===== config.mk =====
export PLATFORM = sky130hd
export DESIGN_NAME = core
export DESIGN_NICKNAME = d
export VERILOG_FILES = /design/src/core_pkg.sv /design/src/l1_cache.sv /design/src/store_buffer.sv /design/src/l2req_arbiter.sv /design/src/core.sv
export SDC_FILE = /design/constraint.sdc
export NUM_CORES = 2
export LEC_CHECK = 0
export BUFFER_PORTS_ARGS = -buffer_cell sky130_fd_sc_hd__buf_2
export CAP_MARGIN = 20
export CORE_ASPECT_RATIO = 0.7
export CORE_UTILIZATION = 54
export DETAILED_ROUTE_END_ITERATION = 16
export HOLD_SLACK_MARGIN = 0.1
export PLACE_DENSITY = 0.7
export SETUP_SLACK_MARGIN = 0.2
export SLEW_MARGIN = 20
export SYNTH_ARGS = -nofsm -noshare
export SYNTH_HDL_FRONTEND = slang
export SYNTH_MEMORY_MAX_BITS = 65536
export SYNTH_SLANG_ARGS = --single-unit

===== constraint.sdc =====
create_clock -name clk -period 27.5 [get_ports clk]
set_input_delay 1.375 -clock clk [delete_from_list [all_inputs] [get_ports clk]]
set_output_delay 1.375 -clock clk [all_outputs]
set_load 0.01 [all_outputs]

===== src/core_pkg.sv =====
// ~~~~~~~~~~~~~~~~~~~~~~~~~~~~~~~~~~~~~~~~~~~~~~~~~~~~~~~~~~~~~~~~~~~~~
// Sizes, unit and operation codes, and the request/response structs
// shared by the L1 caches, store buffer and L2 arbiter of one core.
// Modules import it inside their body and use scoped names in ports.
// ~~~~~~~~~~~~~~~~~~~~~~~~~~~~~~~~~~~~~~~~~~~~~~~~~~~~~~~~~~~~~~~~~~~~~
package core_pkg;

	localparam int NUM_STRANDS = 4;
	localparam int STRAND_W = 2;
	localparam int ADDR_W = 16;		// Byte address
	localparam int LINE_ADDR_W = 12;	// Address without lane and byte bits
	localparam int LINE_W = 128;
	localparam int WORD_W = 32;
	localparam int NUM_SETS = 16;
	localparam int SET_W = 4;
	localparam int TAG_W = 8;
	localparam int LANE_W = 2;		// Four words per line
	localparam int MASK_W = 4;		// One bit per byte of a word

	// Who issued an L2 request, echoed back in the response
	typedef enum logic [1:0] {
		UNIT_ICACHE = 2'd0,
		UNIT_DCACHE = 2'd1,
		UNIT_STBUF = 2'd2
	} unit_t;

	typedef enum logic {
		OP_LOAD_LINE = 1'b0,
		OP_STORE_WORD = 1'b1
	} op_t;

	typedef struct packed {
		unit_t unit;
		logic [STRAND_W-1:0] strand;
		op_t op;
		logic [LINE_ADDR_W-1:0] line_addr;
		logic [WORD_W-1:0] data;	// Store data, unused for line loads
		logic [MASK_W-1:0] mask;
		logic [LANE_W-1:0] lane;
	} l2_req_t;

	// For a store the data field carries the whole line after the store
	typedef struct packed {
		logic valid;
		unit_t unit;
		logic [STRAND_W-1:0] strand;
		op_t op;
		logic [LINE_ADDR_W-1:0] line_addr;
		logic [LINE_W-1:0] data;
	} l2_rsp_t;

	typedef struct packed {
		logic access;
		logic [STRAND_W-1:0] strand;
		logic [ADDR_W-1:0] addr;
	} cache_req_t;

endpackage


===== src/l1_cache.sv =====
// ~~~~~~~~~~~~~~~~~~~~~~~~~~~~~~~~~~~~~~~~~~~~~~~~~~~~~~~~~~~~~~~~~~~~~
// Direct-mapped L1 cache, one line fill in flight at a time.
// UNIT selects instruction or data behavior. The data cache also
// takes in store responses that hit a resident line.
// Hit and word come out one cycle after the access.
// ~~~~~~~~~~~~~~~~~~~~~~~~~~~~~~~~~~~~~~~~~~~~~~~~~~~~~~~~~~~~~~~~~~~~~
`timescale 1ns/1ns

module l1_cache #(
	parameter core_pkg::unit_t UNIT = core_pkg::UNIT_ICACHE
) (
	input  logic clk,
	input  logic reset,
	input  core_pkg::cache_req_t req_i,
	output logic hit_o,
	output logic [core_pkg::WORD_W-1:0] word_o,
	output logic [core_pkg::NUM_STRANDS-1:0] load_complete_o,
	output logic l2req_valid_o,
	output core_pkg::l2_req_t l2req_o,
	input  logic l2req_ready_i,
	input  core_pkg::l2_rsp_t l2rsp_i
);
	import core_pkg::*;

	logic [TAG_W-1:0] tag_mem [NUM_SETS];
	logic [LINE_W-1:0] data_mem [NUM_SETS];
	logic [NUM_SETS-1:0] line_valid;

	logic [LINE_ADDR_W-1:0] req_line;
	logic [SET_W-1:0] req_set;
	logic [TAG_W-1:0] req_tag;
	logic [SET_W-1:0] wr_set;
	logic [TAG_W-1:0] wr_tag;
	logic fill_en;
	logic update_en;
	logic write_en;
	logic lookup_hit;
	logic [LINE_W-1:0] lookup_line;
	logic miss;
	logic issue_req;
	logic [NUM_STRANDS-1:0] strand_bit;

	logic fill_pending;
	logic [NUM_STRANDS-1:0] wait_mask;	// Strands waiting on the fill
	logic [LINE_W-1:0] line_q;
	logic [LANE_W-1:0] lane_q;

	assign req_line = req_i.addr[ADDR_W-1:ADDR_W-LINE_ADDR_W];
	assign req_set = req_line[SET_W-1:0];
	assign req_tag = req_line[LINE_ADDR_W-1:SET_W];
	assign wr_set = l2rsp_i.line_addr[SET_W-1:0];
	assign wr_tag = l2rsp_i.line_addr[LINE_ADDR_W-1:SET_W];
	assign strand_bit = NUM_STRANDS'(1) << req_i.strand;

	assign fill_en = l2rsp_i.valid && l2rsp_i.unit == UNIT && l2rsp_i.op == OP_LOAD_LINE;

	// Store responses only patch a line that is already resident
	assign update_en = UNIT == UNIT_DCACHE && l2rsp_i.valid && l2rsp_i.op == OP_STORE_WORD
		&& line_valid[wr_set] && tag_mem[wr_set] == wr_tag;
	assign write_en = fill_en || update_en;

	// Line written this cycle is forwarded to a lookup of the same set
	always_comb
	begin
		if (write_en && wr_set == req_set)
		begin
			lookup_hit = wr_tag == req_tag;
			lookup_line = l2rsp_i.data;
		end
		else
		begin
			lookup_hit = line_valid[req_set] && tag_mem[req_set] == req_tag;
			lookup_line = data_mem[req_set];
		end
	end

	assign miss = req_i.access && !lookup_hit;
	assign issue_req = miss && !fill_pending && !fill_en;

	always_ff @(posedge clk)
	begin
		if (write_en)
		begin
			data_mem[wr_set] <= l2rsp_i.data;
			tag_mem[wr_set] <= wr_tag;
		end
		line_q <= lookup_line;
		lane_q <= req_i.addr[LANE_W+1:2];
		if (issue_req)
		begin
			l2req_o.unit <= UNIT;
			l2req_o.strand <= req_i.strand;
			l2req_o.op <= OP_LOAD_LINE;
			l2req_o.line_addr <= req_line;
			l2req_o.data <= '0;
			l2req_o.mask <= '0;
			l2req_o.lane <= '0;
		end
	end

	always_ff @(posedge clk, posedge reset)
	begin
		if (reset)
		begin
			line_valid <= '0;
			hit_o <= 1'b0;
			load_complete_o <= '0;
			fill_pending <= 1'b0;
			wait_mask <= '0;
			l2req_valid_o <= 1'b0;
		end
		else
		begin
			hit_o <= req_i.access && lookup_hit;
			load_complete_o <= '0;
			if (fill_en)
				line_valid[wr_set] <= 1'b1;

			if (l2req_valid_o && l2req_ready_i)
				l2req_valid_o <= 1'b0;	// Arbiter took it

			if (fill_en)
			begin
				// A strand missing right now is woken too and just retries
				load_complete_o <= wait_mask | (miss ? strand_bit : '0);
				wait_mask <= '0;
				fill_pending <= 1'b0;
			end
			else if (miss)
			begin
				wait_mask <= wait_mask | strand_bit;
				if (!fill_pending)
				begin
					fill_pending <= 1'b1;
					l2req_valid_o <= 1'b1;
				end
			end
		end
	end

	assign word_o = line_q[lane_q * WORD_W +: WORD_W];	// Lane select

endmodule


===== src/store_buffer.sv =====
// ~~~~~~~~~~~~~~~~~~~~~~~~~~~~~~~~~~~~~~~~~~~~~~~~~~~~~~~~~~~~~~~~~~~~~
// Store buffer with one pending store per strand.
// Sends each new store to L2 as a word write, strands taken in turn,
// rolls back a store to a busy entry, and merges the pending store
// into load data returned by the data cache.
// ~~~~~~~~~~~~~~~~~~~~~~~~~~~~~~~~~~~~~~~~~~~~~~~~~~~~~~~~~~~~~~~~~~~~~
`timescale 1ns/1ns

module store_buffer (
	input  logic clk,
	input  logic reset,
	input  logic store_valid_i,
	input  logic [core_pkg::STRAND_W-1:0] store_strand_i,
	input  logic [core_pkg::ADDR_W-1:0] store_addr_i,
	input  logic [core_pkg::WORD_W-1:0] store_data_i,
	input  logic [core_pkg::MASK_W-1:0] store_mask_i,
	input  logic [core_pkg::STRAND_W-1:0] load_strand_i,
	input  logic [core_pkg::ADDR_W-1:0] load_addr_i,
	input  logic [core_pkg::WORD_W-1:0] cache_word_i,
	output logic [core_pkg::WORD_W-1:0] word_o,
	output logic rollback_o,
	output logic [core_pkg::NUM_STRANDS-1:0] store_resume_o,
	output logic l2req_valid_o,
	output core_pkg::l2_req_t l2req_o,
	input  logic l2req_ready_i,
	input  core_pkg::l2_rsp_t l2rsp_i
);
	import core_pkg::*;

	logic [NUM_STRANDS-1:0] entry_valid;
	logic [NUM_STRANDS-1:0] entry_sent;	// Already handed to the arbiter
	logic [ADDR_W-1:0] entry_addr [NUM_STRANDS];
	logic [WORD_W-1:0] entry_data [NUM_STRANDS];
	logic [MASK_W-1:0] entry_mask [NUM_STRANDS];

	logic [NUM_STRANDS-1:0] pending;
	logic [STRAND_W-1:0] rr_ptr;
	logic [STRAND_W-1:0] pick;
	logic pick_found;
	logic capture;
	logic store_accept;
	logic store_done;
	logic [STRAND_W-1:0] load_strand_q;
	logic [ADDR_W-1:0] load_addr_q;
	logic forward;

	assign store_accept = store_valid_i && !entry_valid[store_strand_i];
	assign store_done = l2rsp_i.valid && l2rsp_i.unit == UNIT_STBUF
		&& l2rsp_i.op == OP_STORE_WORD;
	assign pending = entry_valid & ~entry_sent;
	assign capture = pick_found && (!l2req_valid_o || l2req_ready_i);

	// Round robin from the strand after the last one sent
	always_comb
	begin : rr_pick
		logic [STRAND_W-1:0] idx;

		pick = rr_ptr;
		pick_found = 1'b0;
		for (int i = 0; i < NUM_STRANDS; i++)
		begin
			idx = rr_ptr + STRAND_W'(i);
			if (!pick_found && pending[idx])
			begin
				pick = idx;
				pick_found = 1'b1;
			end
		end
	end

	always_ff @(posedge clk, posedge reset)
	begin
		if (reset)
		begin
			entry_valid <= '0;
			entry_sent <= '0;
			rr_ptr <= '0;
			l2req_valid_o <= 1'b0;
			rollback_o <= 1'b0;
			store_resume_o <= '0;
		end
		else
		begin
			rollback_o <= store_valid_i && entry_valid[store_strand_i];
			store_resume_o <= '0;
			if (store_done)
			begin
				entry_valid[l2rsp_i.strand] <= 1'b0;
				store_resume_o[l2rsp_i.strand] <= 1'b1;
			end
			if (store_accept)
			begin
				entry_valid[store_strand_i] <= 1'b1;
				entry_sent[store_strand_i] <= 1'b0;
			end
			if (capture)
			begin
				entry_sent[pick] <= 1'b1;
				rr_ptr <= pick + 1'b1;
				l2req_valid_o <= 1'b1;
			end
			else if (l2req_ready_i)
				l2req_valid_o <= 1'b0;
		end
	end

	always_ff @(posedge clk)
	begin
		if (store_accept)
		begin
			entry_addr[store_strand_i] <= store_addr_i;
			entry_data[store_strand_i] <= store_data_i;
			entry_mask[store_strand_i] <= store_mask_i;
		end
		if (capture)
		begin
			l2req_o.unit <= UNIT_STBUF;
			l2req_o.strand <= pick;
			l2req_o.op <= OP_STORE_WORD;
			l2req_o.line_addr <= entry_addr[pick][ADDR_W-1:ADDR_W-LINE_ADDR_W];
			l2req_o.data <= entry_data[pick];
			l2req_o.mask <= entry_mask[pick];
			l2req_o.lane <= entry_addr[pick][LANE_W+1:2];
		end
		load_strand_q <= load_strand_i;	// Lines up with the cache hit
		load_addr_q <= load_addr_i;
	end

	// Bytes under the store mask are forwarded when the word address matches
	assign forward = entry_valid[load_strand_q]
		&& entry_addr[load_strand_q][ADDR_W-1:2] == load_addr_q[ADDR_W-1:2];

	always_comb
	begin
		for (int b = 0; b < MASK_W; b++)
		begin
			if (forward && entry_mask[load_strand_q][b])
				word_o[b*8 +: 8] = entry_data[load_strand_q][b*8 +: 8];
			else
				word_o[b*8 +: 8] = cache_word_i[b*8 +: 8];
		end
	end

endmodule


===== src/l2req_arbiter.sv =====
// ~~~~~~~~~~~~~~~~~~~~~~~~~~~~~~~~~~~~~~~~~~~~~~~~~~~~~~~~~~~~~~~~~~~~~
// Merges the store buffer, data cache and instruction cache requests
// onto the single L2 request port, in that order of priority.
// The chosen source sees ready in the cycle it is captured.
// ~~~~~~~~~~~~~~~~~~~~~~~~~~~~~~~~~~~~~~~~~~~~~~~~~~~~~~~~~~~~~~~~~~~~~
`timescale 1ns/1ns

module l2req_arbiter (
	input  logic clk,
	input  logic reset,
	input  logic icache_valid_i,
	input  core_pkg::l2_req_t icache_req_i,
	output logic icache_ready_o,
	input  logic dcache_valid_i,
	input  core_pkg::l2_req_t dcache_req_i,
	output logic dcache_ready_o,
	input  logic stbuf_valid_i,
	input  core_pkg::l2_req_t stbuf_req_i,
	output logic stbuf_ready_o,
	output logic l2req_valid_o,
	output core_pkg::l2_req_t l2req_o,
	input  logic l2req_ready_i
);
	import core_pkg::*;

	logic can_capture;
	logic any_valid;
	l2_req_t grant_req;

	// Output register empty, or emptying this cycle
	assign can_capture = !l2req_valid_o || l2req_ready_i;
	assign any_valid = stbuf_valid_i || dcache_valid_i || icache_valid_i;

	assign stbuf_ready_o = can_capture && stbuf_valid_i;
	assign dcache_ready_o = can_capture && dcache_valid_i && !stbuf_valid_i;
	assign icache_ready_o = can_capture && icache_valid_i && !stbuf_valid_i
		&& !dcache_valid_i;

	always_comb
	begin
		if (stbuf_valid_i)
			grant_req = stbuf_req_i;
		else if (dcache_valid_i)
			grant_req = dcache_req_i;
		else
			grant_req = icache_req_i;
	end

	always_ff @(posedge clk, posedge reset)
	begin
		if (reset)
			l2req_valid_o <= 1'b0;
		else if (can_capture)
			l2req_valid_o <= any_valid;
	end

	always_ff @(posedge clk)
	begin
		if (can_capture && any_valid)
			l2req_o <= grant_req;	// Held while L2 stalls
	end

endmodule


===== src/core.sv =====
// ~~~~~~~~~~~~~~~~~~~~~~~~~~~~~~~~~~~~~~~~~~~~~~~~~~~~~~~~~~~~~~~~~~~~~
// Memory side of one core: instruction and data caches, store buffer
// and the L2 request arbiter. The pipeline drives the cache and store
// ports; L2 sits behind the request and response ports.
// ~~~~~~~~~~~~~~~~~~~~~~~~~~~~~~~~~~~~~~~~~~~~~~~~~~~~~~~~~~~~~~~~~~~~~
`timescale 1ns/1ns

module core (
	input  logic clk,
	input  logic reset,
	input  core_pkg::cache_req_t icache_req_i,
	output logic icache_hit_o,
	output logic [core_pkg::WORD_W-1:0] icache_word_o,
	output logic [core_pkg::NUM_STRANDS-1:0] icache_complete_o,
	input  core_pkg::cache_req_t dcache_req_i,
	output logic dcache_hit_o,
	output logic [core_pkg::WORD_W-1:0] load_word_o,
	output logic [core_pkg::NUM_STRANDS-1:0] dcache_complete_o,
	input  logic store_valid_i,
	input  logic [core_pkg::STRAND_W-1:0] store_strand_i,
	input  logic [core_pkg::ADDR_W-1:0] store_addr_i,
	input  logic [core_pkg::WORD_W-1:0] store_data_i,
	input  logic [core_pkg::MASK_W-1:0] store_mask_i,
	output logic rollback_o,
	output logic [core_pkg::NUM_STRANDS-1:0] store_resume_o,
	output logic l2req_valid_o,
	output core_pkg::l2_req_t l2req_o,
	input  logic l2req_ready_i,
	input  core_pkg::l2_rsp_t l2rsp_i
);
	import core_pkg::*;

	logic icache_l2req_valid;
	l2_req_t icache_l2req;
	logic icache_l2req_ready;
	logic dcache_l2req_valid;
	l2_req_t dcache_l2req;
	logic dcache_l2req_ready;
	logic stbuf_l2req_valid;
	l2_req_t stbuf_l2req;
	logic stbuf_l2req_ready;
	logic [WORD_W-1:0] dcache_word;	// Before store forwarding

	l1_cache #(.UNIT(UNIT_ICACHE)) icache (
		.clk(clk),
		.reset(reset),
		.req_i(icache_req_i),
		.hit_o(icache_hit_o),
		.word_o(icache_word_o),
		.load_complete_o(icache_complete_o),
		.l2req_valid_o(icache_l2req_valid),
		.l2req_o(icache_l2req),
		.l2req_ready_i(icache_l2req_ready),
		.l2rsp_i(l2rsp_i)
	);

	l1_cache #(.UNIT(UNIT_DCACHE)) dcache (
		.clk(clk),
		.reset(reset),
		.req_i(dcache_req_i),
		.hit_o(dcache_hit_o),
		.word_o(dcache_word),
		.load_complete_o(dcache_complete_o),
		.l2req_valid_o(dcache_l2req_valid),
		.l2req_o(dcache_l2req),
		.l2req_ready_i(dcache_l2req_ready),
		.l2rsp_i(l2rsp_i)
	);

	store_buffer stbuf (
		.clk(clk),
		.reset(reset),
		.store_valid_i(store_valid_i),
		.store_strand_i(store_strand_i),
		.store_addr_i(store_addr_i),
		.store_data_i(store_data_i),
		.store_mask_i(store_mask_i),
		.load_strand_i(dcache_req_i.strand),
		.load_addr_i(dcache_req_i.addr),
		.cache_word_i(dcache_word),
		.word_o(load_word_o),
		.rollback_o(rollback_o),
		.store_resume_o(store_resume_o),
		.l2req_valid_o(stbuf_l2req_valid),
		.l2req_o(stbuf_l2req),
		.l2req_ready_i(stbuf_l2req_ready),
		.l2rsp_i(l2rsp_i)
	);

	l2req_arbiter arbiter (
		.clk(clk),
		.reset(reset),
		.icache_valid_i(icache_l2req_valid),
		.icache_req_i(icache_l2req),
		.icache_ready_o(icache_l2req_ready),
		.dcache_valid_i(dcache_l2req_valid),
		.dcache_req_i(dcache_l2req),
		.dcache_ready_o(dcache_l2req_ready),
		.stbuf_valid_i(stbuf_l2req_valid),
		.stbuf_req_i(stbuf_l2req),
		.stbuf_ready_o(stbuf_l2req_ready),
		.l2req_valid_o(l2req_valid_o),
		.l2req_o(l2req_o),
		.l2req_ready_i(l2req_ready_i)
	);

endmodule


==> summary.txt <==
root buffer cell: clkbuf_16
Simple-Gate Fraction of Synth Area: 0.0136
number of synthesized flops with an enable pin: 4686
Hold Path Class: reg2reg
fillers: 22500
initial drt markers: 12500
Storage cell area: 143000 sq um
YS warnings: 0
Tcrit/Tclk final: 0.316
setup violators final: 0
Leak: 0.0647 uW
Final GP Congestion: 0.803
Slew Viols, Final: 0
Tmin final: 8.68 ns
Buf+Inv Stages, Crit Path: 6
total power per unit cell area: 75.2 nW/um^2
Tot Pwr: 15500 uW
post-synthesis compound-gate area fraction: 0.00641
CTS Sinks: 4779
htree depth: 5
cts repair resizes: 0
mean post-synth cell area: 24.2 sq um
crit path kind: reg2out
CP Launch Type: flop
initial core utilization: 0.545
largest net degree at the start of global routing: 137
Peak VDD IR: 0.0769 mV
ratio of cells with drive above 1 in the final layout: 0.322
mux cell area share after synthesis: 0.189
Placement Rows: 178
post-DP HPWL: 248 mm
Synth Area in Adders: 0.000272
initial antenna violation count: 91
net count after synthesis: 7847
DR WL/cell: 34.7 um
DP Worst Slack: 19.04 ns
top_reg_cell synth: edfxtp_1
total CTS buffers: 440
Die Span X: 699 um
Yosys reg bits: 4779
CTS tree: yes
CP delay by family, top: buffers and inverters
DRC viols: 0
total number of vias: 86900
Critical Path Slowest Stage Cell: buf_4
Worst path max stage delay: 0.85 ns
Overflow after GRT: 0
post-synth cell types: 62
post-route ant nets: 0
xor-xnor portion of the synthesized cell area: 0.00300
Clk Latency, worst-skew pair: 0.93 ns
GRT Total Usage: 0.266
register area share after synthesis: 0.778
Crit Path Max Fanout: 111
most frequent cells in the layout: edfxtp_1, mux4_2, clkbuf_16
Critical Path RT: 26.12 ns
CTS Buffer Depth: 4
CTS hold repair buffers: 0
buffers added on ports: 370
die outline height: 490 um
wirelength, routed: 455 mm
dpl cells: 12200
skew final: 0.0342 ns
commonest non-fill, non-tap cell in the layout: edfxtp_1
die footprint: 343000 sq um
critical-path cell list: buf_12 -> buf_4 -> buf_4 -> buf_4 -> buf_16 -> mux4_2 -> mux4_2 -> mux4_2 -> mux2_2 -> buf_2
Vias/cell: 6.63
Final nets: 8427
setup_tns: 0 ns
setup bufs post-CTS: 0
WP data arrival: 7.31 ns
Syn Inst Count: 7601
fmax: 0.115 GHz
Core Util, Final: 0.610
setup ws final: 18.82 ns
largest family of logic cells by synthesized area: multiplexers
IO Pins: 377
RSZ-0062 raised after global routing: false
max_cap viols: 0
number of global-route vias before repair: 87200
final instance count without filler cells: 13100
Reg clk slew, reported paths: 0.06 ns
Worst setup EP type: output port
Slew Limit Headroom: 0.230
Async S/R FF share, synth: 0.0149
area of the multi-input gates: 39400 sq um
cell area after synthesis: 184000 sq um
Slew @ Worst Pin: 1.15 ns
core area: 337000 sq um
global-route wire length before repair: 648 mm
outcome: completed
area delta synth->final: 11.8%
Fin. Hold Viols: 0
router iterations before antenna repair: 5
## layer usage
metal	up-vias	track usage	share of wire
met3	744	0.0572	0.12
met1	46900	0.413	0.40
met4	44	0.0672	0.026
met2	5306	0.391	0.45
li1	34000	-	-
met5	-	0	0.00063
## cell families after synthesis
group,count (synthesis)
AOI/OAI and AO/OA,184
xor gates and xnor gates,63
adders and majority gates,4
buffers and inverters,429
DFF,4779
muxes,1618
and+or+nand+nor,524
## state kept, by name (all words and copies together), names as in the netlist, 52 cells and up, named ones only
register	count
icache.tag_mem	128
icache.data_mem	2048
arbiter.l2req_o	54
stbuf.l2req_o	52
dcache.tag_mem	128
stbuf.entry_data	128
dcache.data_mem	2048
stbuf.entry_addr	56
## final timing paths
kind	from	to	slack, ns	cells past startpoint
max	stbuf.load_addr_q[4]	load_word_o[27]	18.82	10
min	icache.line_valid[3]	icache.line_valid[3]	0.47	1
max reg2reg	dcache.tag_mem[14][1]	dcache.data_mem[13][77]	21.64	9
min reg2reg	icache.line_valid[3]	icache.line_valid[3]	0.47	1
max in group asynchronous	reset	stbuf.l2req_valid_o	26.09	3
min in group asynchronous	reset	dcache.load_complete_o[0]	0.73	3
## worst register-to-register path, cell delays in order (launching register included)
cell and delay (ns):
edfxtp_1 0.41, mux4_2 0.48, mux4_2 0.48, xnor2_1 0.37, and4_1 0.35, a21oi_4 0.28
nor3_2 0.24, buf_4 0.75, buf_4 0.90, buf_4 1.15
## Yosys cell counts, types with 16 or more instances
library cell,count,area [sq um]
nor2_1,48,180
dfxtp_1,22,440
and3_1,57,357
xnor2_1,27,236
inv_1,20,75.1
buf_2,64,320
or2_2,16,100
and2_1,48,300
nand2_1,268,1010
edfxtp_1,4686,141000
mux2i_1,94,941
mux2_2,42,473
o21ai_0,44,220
nor3_1,24,120
clkbuf_1,231,867
dfrtp_1,71,1780
a31oi_1,51,319
mux4_2,1473,33200
a21oi_1,29,145
xor2_1,36,315
buf_1,103,387
## report_power, final
| part | leakage (uW) | switching, uW | total [uW] | internal (uW) |
|---|---|---|---|---|
| clock network | 0.00675 | 2630 | 5880 | 3260 |
| registers | 0.0433 | 65.8 | 8260 | 8200 |
| logic | 0.0147 | 818 | 1310 | 489 |
| total | 0.0647 | 3510 | 15500 | 11900 |
## final cells by class
| type | count | share of cell area |
|---|---|---|
| repair buffers | 546 | 0.0171 |
| diodes | 66 | 0.000804 |
| clock inverters | 267 | 0.0105 |
| well taps | 4500 | 0.0274 |
| clock buffers | 544 | 0.0564 |
| inverters | 21 | 0.000384 |
| flip-flops and latches | 4779 | 0.696 |
| multi-input cells | 2393 | 0.192 |
## metrics by stage
stage	area, sq um	hold slack (ns)
global placement	192000	0.446
global route	205000	0.480
CTS	205000	0.467
finish	206000	0.468
detailed placement	192000	0.447
floorplan	184000	0.423
Note: power is estimated with default switching activity, not from simulation.
